`src/intlv_defs.svh`:
```
`ifndef INTLV_DEFS_SVH
`define INTLV_DEFS_SVH

// --------------------
// frame geometry
// --------------------

`define INTLV_ROWS     4   // rows per frame
`define INTLV_COLS     8   // columns per row, also the row length

// --------------------
// widths
// --------------------

`define INTLV_ADDR_W   5   // in-bank sample address, rows * cols = 32
`define INTLV_DAT_W    8   // one sample
`define INTLV_TAG_W    8   // frame number
`define INTLV_BNUM_W   1   // bank index, 2 banks for ping-pong

// --------------------
// output flow control
// --------------------

`define INTLV_CREDITS  4   // credits held by the reader out of reset

`endif

```
`src/intlv_pkg.sv`:
```
`include "intlv_defs.svh"

package intlv_pkg;

  // payload types
  typedef logic [`INTLV_DAT_W-1:0]  sample_t;  // one sample
  typedef logic [`INTLV_TAG_W-1:0]  tag_t;     // frame tag

  // address / bank types
  typedef logic [`INTLV_ADDR_W-1:0] addr_t;    // address inside one bank
  typedef logic [`INTLV_BNUM_W-1:0] bank_t;    // bank index

  // credit count, must hold the full reset value
  typedef logic [$clog2(`INTLV_CREDITS+1)-1:0] credit_t;

  // reader fsm
  typedef enum logic {
    RD_IDLE,  // waiting for a closed bank
    RD_READ   // walking the bank column-major
  } rd_state_t;

endpackage

```
`src/intlv_if.sv`:
```
// --------------------
// writer -> buffer
// --------------------

interface buf_wr_if;
  import intlv_pkg::*;

  logic    write;     // sample written this cycle
  addr_t   addr;      // in-bank address, row-major
  sample_t dat;
  tag_t    tag;       // frame tag, stored on close
  logic    close;     // current bank now holds a whole frame
  logic    full_all;  // every bank holds an unread frame

  modport writer (
    output write, addr, dat, tag, close,
    input  full_all
  );

  modport buffer (
    input  write, addr, dat, tag, close,
    output full_all
  );

endinterface

// --------------------
// buffer -> reader
// --------------------

interface buf_rd_if;
  import intlv_pkg::*;

  addr_t   addr;          // read address, column-major walk
  logic    release_bank;  // reader done with current bank
  sample_t dat;           // ram data, one cycle after addr
  tag_t    tag;           // tag of bank under read
  logic    empty_all;     // no bank holds a frame

  modport reader (
    output addr, release_bank,
    input  dat, tag, empty_all
  );

  modport buffer (
    input  addr, release_bank,
    output dat, tag, empty_all
  );

endinterface

```
`src/bank_logic.sv`:
```
`include "intlv_defs.svh"

module bank_logic (
  input  logic             iwclk,
  input  logic             rst_n,
  input  logic             close,         // writer closed its bank
  input  logic             release_bank,  // reader finished its bank
  output intlv_pkg::bank_t wr_bank,
  output intlv_pkg::bank_t rd_bank,
  output logic             empty_all,
  output logic             full_all
);

  localparam int BANKS = 2 ** `INTLV_BNUM_W;

  // one extra bit so the counter can reach BANKS
  logic [`INTLV_BNUM_W:0] fill_q;  // number of closed, unread banks

  // --------------------
  // bank pointers
  // --------------------

  always_ff @(posedge iwclk) begin
    if (!rst_n) begin
      wr_bank <= '0;
      rd_bank <= '0;
    end else begin
      if (close)
        wr_bank <= wr_bank + 1'b1;  // round robin, toggles for 2 banks
      if (release_bank)
        rd_bank <= rd_bank + 1'b1;
    end
  end

  // --------------------
  // filled bank counter
  // --------------------

  always_ff @(posedge iwclk) begin
    if (!rst_n) begin
      fill_q <= '0;
    end else begin
      case ({close, release_bank})
        2'b10:   fill_q <= fill_q + 1'b1;  // one more frame waiting
        2'b01:   fill_q <= fill_q - 1'b1;  // one frame drained
        default: fill_q <= fill_q;         // none, or both at once
      endcase
    end
  end

  // flags straight from the counter
  assign empty_all = (fill_q == '0);
  assign full_all  = (fill_q == (`INTLV_BNUM_W+1)'(BANKS));

endmodule

```
`src/frame_ram.sv`:
```
`include "intlv_defs.svh"

module frame_ram (
  input  logic                                    iwclk,
  input  logic                                    write,
  input  logic [`INTLV_ADDR_W+`INTLV_BNUM_W-1:0]  waddr,  // {bank, in-bank addr}
  input  intlv_pkg::sample_t                      wdat,
  input  logic [`INTLV_ADDR_W+`INTLV_BNUM_W-1:0]  raddr,
  output intlv_pkg::sample_t                      rdat    // one cycle after raddr
);
  import intlv_pkg::*;

  localparam int DEPTH = 2 ** (`INTLV_ADDR_W + `INTLV_BNUM_W);  // 64 samples

  sample_t mem [DEPTH];

  // write port
  always_ff @(posedge iwclk) begin
    if (write)
      mem[waddr] <= wdat;
  end

  // registered read port
  // writer and reader never share a bank, so no collision handling
  always_ff @(posedge iwclk) begin
    rdat <= mem[raddr];
  end

endmodule

```
`src/codec_abuffer.sv`:
```
`include "intlv_defs.svh"

module codec_abuffer (
  input  logic     iwclk,
  input  logic     rst_n,
  buf_wr_if.buffer wr,
  buf_rd_if.buffer rd
);
  import intlv_pkg::*;

  localparam int BANKS = 2 ** `INTLV_BNUM_W;

  bank_t wr_bank;  // bank being filled
  bank_t rd_bank;  // bank being drained

  tag_t  tag_q [BANKS];  // one frame tag per bank

  // --------------------
  // bank control
  // --------------------

  bank_logic bank_logic_inst (
    .iwclk        (iwclk),
    .rst_n        (rst_n),
    .close        (wr.close),
    .release_bank (rd.release_bank),
    .wr_bank      (wr_bank),
    .rd_bank      (rd_bank),
    .empty_all    (rd.empty_all),
    .full_all     (wr.full_all)
  );

  // --------------------
  // sample memory
  // --------------------

  frame_ram frame_ram_inst (
    .iwclk (iwclk),
    .write (wr.write),
    .waddr ({wr_bank, wr.addr}),  // bank index on top
    .wdat  (wr.dat),
    .raddr ({rd_bank, rd.addr}),
    .rdat  (rd.dat)
  );

  // --------------------
  // tag registers
  // --------------------

  // loaded with the tag of the closing sample
  always_ff @(posedge iwclk) begin
    if (wr.close)
      tag_q[wr_bank] <= wr.tag;
  end

  assign rd.tag = tag_q[rd_bank];  // follows read pointer, no delay

endmodule

```
`src/frame_writer.sv`:
```
`include "intlv_defs.svh"

module frame_writer (
  input  logic               iwclk,
  input  logic               rst_n,
  input  logic               in_valid,
  output logic               in_ready,
  input  intlv_pkg::sample_t in_data,
  input  intlv_pkg::tag_t    in_tag,
  buf_wr_if.writer           wr
);
  import intlv_pkg::*;

  localparam int ROW_W = $clog2(`INTLV_ROWS);
  localparam int COL_W = $clog2(`INTLV_COLS);

  logic [ROW_W-1:0] row_q;  // outer count
  logic [COL_W-1:0] col_q;  // inner count, moves every sample
  logic             xfer;   // handshake on this edge
  logic             col_end;
  logic             row_end;

  // --------------------
  // input handshake
  // --------------------

  assign in_ready = !wr.full_all;  // full banks are the back-pressure
  assign xfer     = in_valid && in_ready;

  assign col_end = (col_q == COL_W'(`INTLV_COLS - 1));
  assign row_end = (row_q == ROW_W'(`INTLV_ROWS - 1));

  // --------------------
  // row-major address counter
  // --------------------

  always_ff @(posedge iwclk) begin
    if (!rst_n) begin
      row_q <= '0;
      col_q <= '0;
    end else if (xfer) begin
      col_q <= col_end ? '0 : col_q + 1'b1;
      if (col_end)
        row_q <= row_end ? '0 : row_q + 1'b1;  // wraps after 32 samples
    end
  end

  // write straight through, ram takes it on the same edge
  assign wr.write = xfer;
  assign wr.addr  = addr_t'(row_q * `INTLV_COLS + col_q);
  assign wr.dat   = in_data;
  assign wr.tag   = in_tag;                       // last sample's tag wins
  assign wr.close = xfer && row_end && col_end;   // final write of frame

endmodule

```
`src/frame_reader.sv`:
```
`include "intlv_defs.svh"

module frame_reader (
  input  logic               iwclk,
  input  logic               rst_n,
  buf_rd_if.reader           rd,
  output logic               out_valid,
  output intlv_pkg::sample_t out_data,
  output intlv_pkg::tag_t    out_tag,
  input  logic               out_credit  // one pulse per consumed word
);
  import intlv_pkg::*;

  localparam int ROW_W = $clog2(`INTLV_ROWS);
  localparam int COL_W = $clog2(`INTLV_COLS);

  rd_state_t        state_q;
  logic [ROW_W-1:0] row_q;    // inner count, column-major walk
  logic [COL_W-1:0] col_q;    // outer count
  credit_t          credits_q;
  tag_t             tag_q;    // tag of the word in flight
  logic             issue;    // address goes out this cycle
  logic             row_end;
  logic             col_end;
  logic             last;     // 32nd address of the bank

  assign row_end = (row_q == ROW_W'(`INTLV_ROWS - 1));
  assign col_end = (col_q == COL_W'(`INTLV_COLS - 1));
  assign last    = row_end && col_end;

  // only with a credit in hand
  assign issue = (state_q == RD_READ) && (credits_q != '0);

  // row * row length + col, rows move fastest
  assign rd.addr         = addr_t'(row_q * `INTLV_COLS + col_q);
  assign rd.release_bank = issue && last;  // frees bank at this edge

  // --------------------
  // fsm and counters
  // --------------------

  always_ff @(posedge iwclk) begin
    if (!rst_n) begin
      state_q <= RD_IDLE;
      row_q   <= '0;
      col_q   <= '0;
    end else begin
      case (state_q)
        RD_IDLE: if (!rd.empty_all) state_q <= RD_READ;  // a bank is closed
        RD_READ: if (issue && last) state_q <= RD_IDLE;  // recheck flags
        default: state_q <= RD_IDLE;
      endcase
      if (issue) begin
        row_q <= row_end ? '0 : row_q + 1'b1;
        if (row_end)
          col_q <= col_end ? '0 : col_q + 1'b1;
      end
    end
  end

  // --------------------
  // credits
  // --------------------

  always_ff @(posedge iwclk) begin
    if (!rst_n) begin
      credits_q <= credit_t'(`INTLV_CREDITS);
    end else begin
      case ({issue, out_credit})
        2'b10:   credits_q <= credits_q - 1'b1;  // spent on issue
        2'b01:   credits_q <= credits_q + 1'b1;  // returned by sink
        default: credits_q <= credits_q;         // both cancel out
      endcase
    end
  end

  // --------------------
  // output stage
  // --------------------

  always_ff @(posedge iwclk) begin
    if (!rst_n)
      out_valid <= 1'b0;
    else
      out_valid <= issue;  // lines up with ram data
  end

  // tag captured before release can move the read pointer
  always_ff @(posedge iwclk) begin
    if (issue)
      tag_q <= rd.tag;
  end

  assign out_data = rd.dat;  // ram read is already registered
  assign out_tag  = tag_q;

endmodule

```
`src/interleaver_top.sv`:
```
module interleaver_top (
  input  logic               iwclk,
  input  logic               rst_n,
  // input stream, valid/ready
  input  logic               in_valid,
  output logic               in_ready,
  input  intlv_pkg::sample_t in_data,
  input  intlv_pkg::tag_t    in_tag,
  // output stream, credit based
  output logic               out_valid,
  output intlv_pkg::sample_t out_data,
  output intlv_pkg::tag_t    out_tag,
  input  logic               out_credit
);

  // --------------------
  // internal buses
  // --------------------

  buf_wr_if wr_bus ();  // writer -> buffer
  buf_rd_if rd_bus ();  // buffer -> reader

  // --------------------
  // decode
  // --------------------

  frame_writer frame_writer_inst (
    .iwclk    (iwclk),
    .rst_n    (rst_n),
    .in_valid (in_valid),
    .in_ready (in_ready),
    .in_data  (in_data),
    .in_tag   (in_tag),
    .wr       (wr_bus.writer)
  );

  // --------------------
  // execute
  // --------------------

  // ping-pong frame store
  codec_abuffer codec_abuffer_inst (
    .iwclk (iwclk),
    .rst_n (rst_n),
    .wr    (wr_bus.buffer),
    .rd    (rd_bus.buffer)
  );

  // --------------------
  // result
  // --------------------

  frame_reader frame_reader_inst (
    .iwclk      (iwclk),
    .rst_n      (rst_n),
    .rd         (rd_bus.reader),
    .out_valid  (out_valid),
    .out_data   (out_data),
    .out_tag    (out_tag),
    .out_credit (out_credit)
  );

endmodule

```
`config.mk`:
```
export PLATFORM = sky130hd
export DESIGN_NAME = interleaver_top
export DESIGN_NICKNAME = d
export VERILOG_FILES = /design/src/intlv_pkg.sv /design/src/intlv_if.sv /design/src/bank_logic.sv /design/src/frame_ram.sv /design/src/codec_abuffer.sv /design/src/frame_writer.sv /design/src/frame_reader.sv /design/src/interleaver_top.sv
export VERILOG_INCLUDE_DIRS = /design/src
export SDC_FILE = /design/constraint.sdc
export NUM_CORES = 1
export LEC_CHECK = 0
export ABC_AREA = 1
export ABC_CLOCK_PERIOD_IN_PS = 2200
export BUFFER_PORTS_ARGS = -buffer_cell sky130_fd_sc_hd__buf_2
export CORE_MARGIN = 10
export CORE_UTILIZATION = 30
export CTS_CLUSTER_SIZE = 28
export DETAILED_ROUTE_END_ITERATION = 10
export GPL_TIMING_DRIVEN = 0
export PLACE_DENSITY = 0.44
export SETUP_SLACK_MARGIN = 0.15
export SYNTH_ARGS = -nofsm -noshare
export SYNTH_HDL_FRONTEND = slang
export SYNTH_SLANG_ARGS = --single-unit
export TNS_END_PERCENT = 100
```
`constraint.sdc`:
```
create_clock -name iwclk -period 2.2 [get_ports iwclk]
set_input_delay 0.44 -clock iwclk [delete_from_list [all_inputs] [get_ports iwclk]]
set_output_delay 0.44 -clock iwclk [all_outputs]
set_load 0.02 [all_outputs]
```
==> summary.md, run 1 <==
| Metric | Value |
|---|---|
| Status | `complete, no violations` |
| Post-Synth XOR/XNOR Area | `0.0382%` |
| Post-Syn Nets | `1,979` |
| Via total after detailed routing | `15,000` |
| Post-Syn Instances | `1,950` |
| Vias in the first global route | `15,000` |
| Synth Area in Compound Gates | `0.802%` |
| Initial antenna violation count | `1` |
| Crit path arrival time | `2.31 ns` |
| Register area share after synthesis | `72.6%` |
| Post-Route WL | `71.4 mm` |
| Clock buffer depth | `3` |
| Placer Congestion | `0.871` |
| Initial Util | `30.2%` |
| Worst-Skew Late Latency | `0.61 ns` |
| Slew at the pin closest to its max-slew limit | `0.935 ns` |
| DRC viols | `0` |
| Vias/cell | `4.84` |
| Finished Layout Cells | `3,106` |
| Logic pwr share | `2.4%` |
| GRT Total Usage | `16.3%` |
| Worst R2R Setup Slack | `0.16 ns` |
| Worst Setup Start Kind | `flip-flop` |
| CTS Hold Buffers Added | `0` |
| Sequential share of power | `51.2%` |
| Synth Area per Inst | `11.8 um^2` |
| TritonCTS clock tree | `done` |
| Max Cap Viol | `0` |
| Min-delay worst type | `input port to flip-flop` |
| Hold_ws | `0.0388 ns` |
| Dominant synthesized flop cell | `edfxtp_1` |
| CP max FO | `8` |
| First-pass GRT wire length | `104 mm` |
| Post-route cell area | `0.0275 mm^2` |
| H-tree Lvls | `3` |
| Clock Root Buffer | `clkbuf_16` |
| Total die area | `0.0879 mm^2` |
| Clock-pin slew on the worst setup and hold paths | `0.06 ns` |
| Row cnt | `101` |
| Hold depth | `1` |
| Antenna viol nets, final | `0` |
| CTS Sinks | `563` |
| Mux cell area share after synthesis | `0%` |
| Post-synthesis simple-gate area fraction | `22.5%` |
| Chip Width | `296 um` |
| Inserted Clock Buffers | `66` |
| Fin crit period | `2.04 ns` |
| Top-area cell type share of the netlist area | `70.2%` |
| Pre-CTS WS | `-0.765 ns` |
| EDFF count, synth | `536` |
| Dpl cell area | `0.0245 mm^2` |
| Iter 0 DRT Violations | `1,260` |
| Fin nets | `2,107` |
| Slew HR | `37.7%` |
| #FFs+latches synth | `563` |
| Power per cell area | `837 mW/mm^2` |
| Fin. Hold Viols | `0` |
| Most frequent cell after synthesis | `nand2_1` |
| Final period utilization | `92.6%` |
| Sw Ratio | `20.5%` |
| Setup violators final | `0` |
| Peak Freq | `491 MHz` |
| Reg2Reg Depth | `3` |
| Skew final | `0.0281 ns` |
| DPL Wire Length | `47.0 mm` |
| Synth top area cells | `edfxtp_1 (70%), nand2_1 (11%), nand3_1 (9.6%)` |
| RSZ-0062 raised after global routing | `yes` |
| Yosys warning count | `0` |
| Worst VDD drop | `0.000508 V` |
| DRT Pass-1 Iters | `8` |
| Placed insts | `2,969` |
| Final setup margin | `0.162 ns` |
| Crit Path Class | `flip-flop to flip-flop` |
| Pin count of the biggest net entering global routing | `65` |
| Avg WL per Cell | `23.0 um` |
| Synth cell types | `28` |
| Layout area overhead | `20.2%` |
| Switching pwr | `4730 uW` |
| Core Area | `0.0758 mm^2` |
| Layout cells sized above 1 | `16.3%` |
| I/O Buffers | `37` |
| Mapped Area | `0.0229 mm^2` |
| Largest area contributor in the netlist | `edfxtp_1` |
| WP data required | `2.47 ns` |
| Clock share of power | `46.4%` |
| Critical Path Sink Type | `flip-flop` |
| Die height | `296 um` |
| GR Overflow Total | `0` |
| Leak | `0.00971 uW` |
| Largest family of logic cells by synthesized area | `simple AND/OR/NAND/NOR gates` |
| Async set-reset flop share out of synthesis | `0%` |
| Most common library cells after synthesis | `nand2_1 (679), edfxtp_1 (536), nand3_1 (441), nor2_1 (75), buf_2 (47)` |
| Power Internal | `18,300 uW` |
| Slew Limit Fails | `0` |
| Post-synthesis adder-cell area fraction | `0.524%` |
| Boundary Pins | `38` |
## layout make-up
| type | instances | area (um^2) |
|---|---|---|
| multi-input combinational | 1248 | 6100 |
| tap | 978 | 1220 |
| timing repair buffer | 60 | 571 |
| fill | 7374 | 48300 |
| buffer | 114 | 827 |
| clock inverter | 25 | 285 |
| inverter | 25 | 98.8 |
| clock buffer | 92 | 1800 |
| antenna | 1 | 2.50 |
| sequential | 563 | 16600 |
## flip-flops by register name, indices dropped and copies added (netlist names), 2 cells and up
name / cells
codec_abuffer_inst.bank_logic_inst.fill_q: 2
codec_abuffer_inst.frame_ram_inst.rdat: 8
codec_abuffer_inst.frame_ram_inst.mem: 512
frame_reader_inst.out_tag: 8
frame_reader_inst.col_q: 3
frame_writer_inst.col_q: 3
codec_abuffer_inst.tag_q: 16
frame_reader_inst.credits_q: 3
frame_reader_inst.row_q: 2
frame_writer_inst.row_q: 2
## kinds of logic (layout without fill, tap and decap cells)
kind of cell	after synthesis	count (layout)
AO/OA/AOI/OAI	32	32
AND/OR/NAND/NOR	1206	1206
XOR/XNOR	1	1
adder cells (fa/ha/maj)	9	9
buffers and inverters	139	316
flip-flops	563	563
other	0	1
## cells in the final DEF, fill, tap and decap left out, types with 12 or more instances in the layout
cell type    n
clkbuf_1    34
nor2_4      63
nand2_1    672
a21oi_1     14
inv_1       20
edfxtp_1   536
buf_4       53
buf_6       23
buf_2       58
clkbuf_4    12
clkbuf_16   68
dfxtp_1     24
nand3_1    431
## worst paths after layout
check,startpoint,endpoint
worst min-delay path,in_tag[5],codec_abuffer_inst.tag_q[0][5]$_DFFE_PP_
worst min register to register,frame_reader_inst.credits_q[2]$_SDFFE_PN1P_,frame_reader_inst.credits_q[2]$_SDFFE_PN1P_
worst max-delay path,codec_abuffer_inst.bank_logic_inst.wr_bank$_SDFFE_PN0P_,codec_abuffer_inst.frame_ram_inst.mem[10][7]$_DFFE_PP_
worst max register to register,codec_abuffer_inst.bank_logic_inst.wr_bank$_SDFFE_PN0P_,codec_abuffer_inst.frame_ram_inst.mem[10][7]$_DFFE_PP_
## layer usage
layer / share of wire (%) / wire, um / up-vias / global-route usage (%)
li1: - / - / 7138 / -
met1: 46 / 33000 / 7442 / 22.5
met2: 47 / 33400 / 375 / 26.4
met4: 2.2 / 1550 / 0 / 4.90
met3: 4.8 / 3450 / 89 / 2.29
met5: 0 / 0 / - / 0
## power groups by stage
| stage | combinational (uW) | sequential (uW) | clock [uW] |
|---|---|---|---|
| floorplan | 107 | 12000 | 0 |
| global placement | 438 | 12000 | 0 |
| detailed placement | 474 | 12000 | 0 |
| CTS | 546 | 11800 | 10900 |
| global route | 583 | 11800 | 11300 |
| finish | 543 | 11800 | 10700 |
## metrics by stage
| stage | total power [uW] | setup TNS [ns] | utilization [%] |
|---|---|---|---|
| 2_1_floorplan | 12100 | 0 | - |
| 3_3_place_gp | 12500 | -279.07 | 32.1 |
| 3_5_place_dp | 12500 | -277.09 | 32.3 |
| 4_1_cts | 23300 | -0.00678 | 36.2 |
| 5_1_grt | 23700 | 0 | 36.3 |
| 6_report | 23100 | 0 | 36.3 |
## repair_timing
action,4_1_cts,5_1_grt
setup buffers,19,0
gates cloned,0,0
endpoints found under the setup margin,533,186
gates resized for setup,161,42
pin swaps,7,1
## critical path, cell delays in order, from the launching register on
cell,delay (ns)
dfxtp_1,0.39
inv_1,0.30
nand3_2,0.52
nor2_4,0.49
No activity file was read; power rests on OpenSTA's default activity.
==> inputs of run 2 (changes only) <==
- ABC_AREA: 1 -> unset
==> run 2 against run 1 <==
Against the previous run:
- maximum frequency down 11%
- routed wire length decreased by 22%
- die area fell by 4.9%
- sequential cell count stayed put
- highest routed layer unchanged
- largest power group unchanged
- design area down 1.5%
- critical path depth grew 4
- the run now ends with negative setup slack left
- clock skew rose by 0.0088 ns
- critical endpoint is now codec_abuffer_inst.frame_ram_inst.rdat[2]$_DFF_P_
- register-to-register slack worse by 0.25 ns
- synthesized cell count is 47% lower
==> summary.md, run 2 <==
| Metric | Value |
|---|---|
| Status | `finished, violations left` |
| Failing checks | `negative setup slack` |
| Row cnt | `98` |
| Dominant synthesized flop cell | `edfxtp_1` |
| Power Internal | `17,800 uW` |
| Initial antenna violation count | `1` |
| Peak Freq | `437 MHz` |
| CP max FO | `8` |
| CTS Sinks | `563` |
| Skew final | `0.0369 ns` |
| Post-Syn Instances | `1,042` |
| Fin nets | `1,245` |
| Clock share of power | `45.5%` |
| Die height | `289 um` |
| TritonCTS clock tree | `done` |
| Layout cells sized above 1 | `39.9%` |
| Worst hold path startpoint | `rst_n` |
| DPL Wire Length | `34.3 mm` |
| Slew HR | `8.42%` |
| Reg area | `0.0166 mm^2` |
| Slew at the pin closest to its max-slew limit | `1.37 ns` |
| Register area share after synthesis | `76.6%` |
| Top-area cell type share of the netlist area | `74.1%` |
| Async set-reset flop share out of synthesis | `0%` |
| WP data required | `2.70 ns` |
| Most frequent cell after synthesis | `edfxtp_1` |
| GRT Total Usage | `13.4%` |
| EDFF count, synth | `536` |
| Hold depth | `2` |
| Hold_ws | `0.146 ns` |
| Max Cap Viol | `0` |
| I/O Buffers | `37` |
| DRC viols | `0` |
| R2r startpoint | `frame_reader_inst.col_q[0]$_SDFFE_PN0P_` |
| M1 WL | `25.7 mm` |
| Sw Ratio | `20.5%` |
| Worst R2R Setup Slack | `-0.09 ns` |
| Iter 0 DRT Violations | `843` |
| Pin count of the biggest net entering global routing | `65` |
| Total power | `22,400 uW` |
| Post-Syn Nets | `1,071` |
| Fillers | `6,596` |
| Post-Route WL | `55.9 mm` |
| Largest registers | `codec_abuffer_inst.frame_ram_inst.mem: 512 flops, codec_abuffer_inst.tag_q: 16 flops` |
| Worst-Skew Late Latency | `0.64 ns` |
| Via total after detailed routing | `10,800` |
| Vias in the first global route | `11,300` |
| Multi-input gate area | `0.00564 mm^2` |
| Total die area | `0.0836 mm^2` |
| Yosys warning count | `0` |
| Antenna viol nets, final | `0` |
| Dpl cell area | `0.0231 mm^2` |
| Setup violators final | `8` |
| Reg2Reg Depth | `7` |
| Crit path arrival time | `2.79 ns` |
| Layout area overhead | `24.8%` |
| Largest area contributor in the netlist | `edfxtp_1` |
| #FFs+latches synth | `563` |
| Worst VDD drop | `0.000652 V` |
| Slew Limit Fails | `0` |
| Min-delay worst type | `input port to flip-flop` |
| Reg with most FFs | `codec_abuffer_inst.frame_ram_inst.mem` |
| Chip Width | `289 um` |
| Synth cell types | `43` |
| ANT cells | `0` |
| Leak | `0.00818 uW` |
| Vias/cell | `4.86` |
| RSZ-0062 raised after global routing | `yes` |
| Boundary Pins | `38` |
| H-tree Lvls | `2` |
| Sequential share of power | `52.7%` |
| Fin. Hold Viols | `0` |
| Mapped Area | `0.0217 mm^2` |
| Core Area | `0.0716 mm^2` |
| Worst min-delay path endpoint | `frame_writer_inst.col_q[1]$_SDFFE_PN0N_` |
| Logic pwr share | `1.7%` |
| GR Overflow Total | `0` |
| Inserted Clock Buffers | `61` |
| Wire length on met3 | `2.55 mm` |
| Fin crit period | `2.29 ns` |
| Crit path launch | `frame_reader_inst.col_q[0]$_SDFFE_PN0P_` |
| Final period utilization | `104%` |
| Switching pwr | `4580 uW` |
| Avg WL per Cell | `25.2 um` |
| Placed insts | `2,029` |
| Post-route cell area | `0.0271 mm^2` |
| Placer Congestion | `0.839` |
| Crit Path Class | `flip-flop to flip-flop` |
| Finished Layout Cells | `2,217` |
| Final setup margin | `-0.0891 ns` |
| Most common library cells after synthesis | `edfxtp_1 (536), mux4_2 (122), nor2_1 (71), nand2_1 (32), dfxtp_1 (27)` |
| R2r endpoint | `codec_abuffer_inst.frame_ram_inst.rdat[2]$_DFF_P_` |
| Most common cell after layout, fill and taps aside | `edfxtp_1` |
| Max reg flops | `512` |
| Fin util | `37.9%` |
| Critical Path Sink Type | `flip-flop` |
| DRT Pass-1 Iters | `5` |
| First-pass GRT wire length | `81.3 mm` |
| Clock buffer depth | `3` |
| Met2 WL | `26.4 mm` |
| Worst Setup Start Kind | `flip-flop` |
| Synth top area cells | `edfxtp_1 (74%), mux4_2 (13%), dfxtp_1 (2.5%)` |
| Highest routed layer | `met4` |
| Most frequent cells in the layout | `edfxtp_1 (536), mux4_2 (125), nor2_4 (65)` |
| Power per cell area | `825 mW/mm^2` |
| Initial Util | `30.3%` |
| Synth Area per Inst | `20.9 um^2` |
| Clock Root Buffer | `clkbuf_16` |
| Clock-pin slew on the worst setup and hold paths | `0.07 ns` |
## run 2: cell types whose count changed in the layout (fill, tap and decap cells not counted), sizes merged, moves of 11 or more
cell	delta
nand3	-422
nand2	-647
mux2i	+26
inv	-17
mux2	+15
nor2b	+11
mux4	+128
clkbuf	-20
## run 2: cell families after synthesis
group / synth area share [%]
fa+ha+maj: 0.553
flops: 76.6
compound gates: 2.41
mux: 15.3
xor+xnor: 0.202
simple gates: 3.40
buf+inv: 1.53
## run 2: worst max-delay path by stage
| stage | endpoint | cells past startpoint |
|---|---|---|
| floorplan | codec_abuffer_inst.frame_ram_inst.mem[63][0]$_DFFE_PP_ | 5 |
| global placement | codec_abuffer_inst.frame_ram_inst.mem[55][1]$_DFFE_PP_ | 5 |
| detailed placement | codec_abuffer_inst.frame_ram_inst.mem[55][1]$_DFFE_PP_ | 5 |
| CTS | codec_abuffer_inst.frame_ram_inst.rdat[2]$_DFF_P_ | 7 |
| global route | codec_abuffer_inst.frame_ram_inst.rdat[7]$_DFF_P_ | 7 |
| finish | codec_abuffer_inst.frame_ram_inst.rdat[2]$_DFF_P_ | 7 |
## run 2: stage by stage
step,TNS (ns),worst slack (ns)
detailed placement,-354.33,-1.09
floorplan,0,0.0563
global placement,-349.11,-1.10
global route,-0.859,-0.145
finish,-0.421,-0.0891
CTS,-0.546,-0.119
## run 2: cell type report
| class | count | share of cell area (%) |
|---|---|---|
| timing repair buffer | 111 | 4.21 |
| clock inverter | 35 | 1.20 |
| inverter | 4 | 0.0692 |
| buffer | 56 | 1.80 |
| clock buffer | 79 | 6.17 |
| multi-input combinational | 419 | 20.8 |
| sequential | 563 | 61.4 |
| tap | 950 | 4.38 |
## run 2: timing repair
item | 4_1_cts | 5_1_grt
hold buffers | 8 | 0
cloned | 1 | 0
endpoints found under the hold margin | 16 | 0
pin swaps | 44 | 22
setup endpoints to repair | 546 | 267
resized for setup | 256 | 25
buffers inserted | 51 | 14
## run 2: layer usage
layer	vias up	GRT usage, %
li1	4681	-
met1	5818	19.0
met2	214	21.0
met3	70	2.26
met4	0	4.02
met5	-	0
## run 2: power by group through the flow
stage | Sequential, uW | Clock [uW] | Combinational [uW]
3_5_place_dp | 12000 | 0 | 344
2_1_floorplan | 12000 | 0 | 83.5
5_1_grt | 11800 | 10900 | 425
3_3_place_gp | 12000 | 0 | 331
4_1_cts | 11800 | 10500 | 397
6_report | 11800 | 10200 | 390
## run 2: critical path: stages (launching register included)
cell and delay [ns]:
dfxtp_2 0.33, buf_6 0.13, buf_12 0.17, buf_16 0.15, mux4_2 0.52, a22oi_2 0.26
nand4_1 0.24, a22o_4 0.32
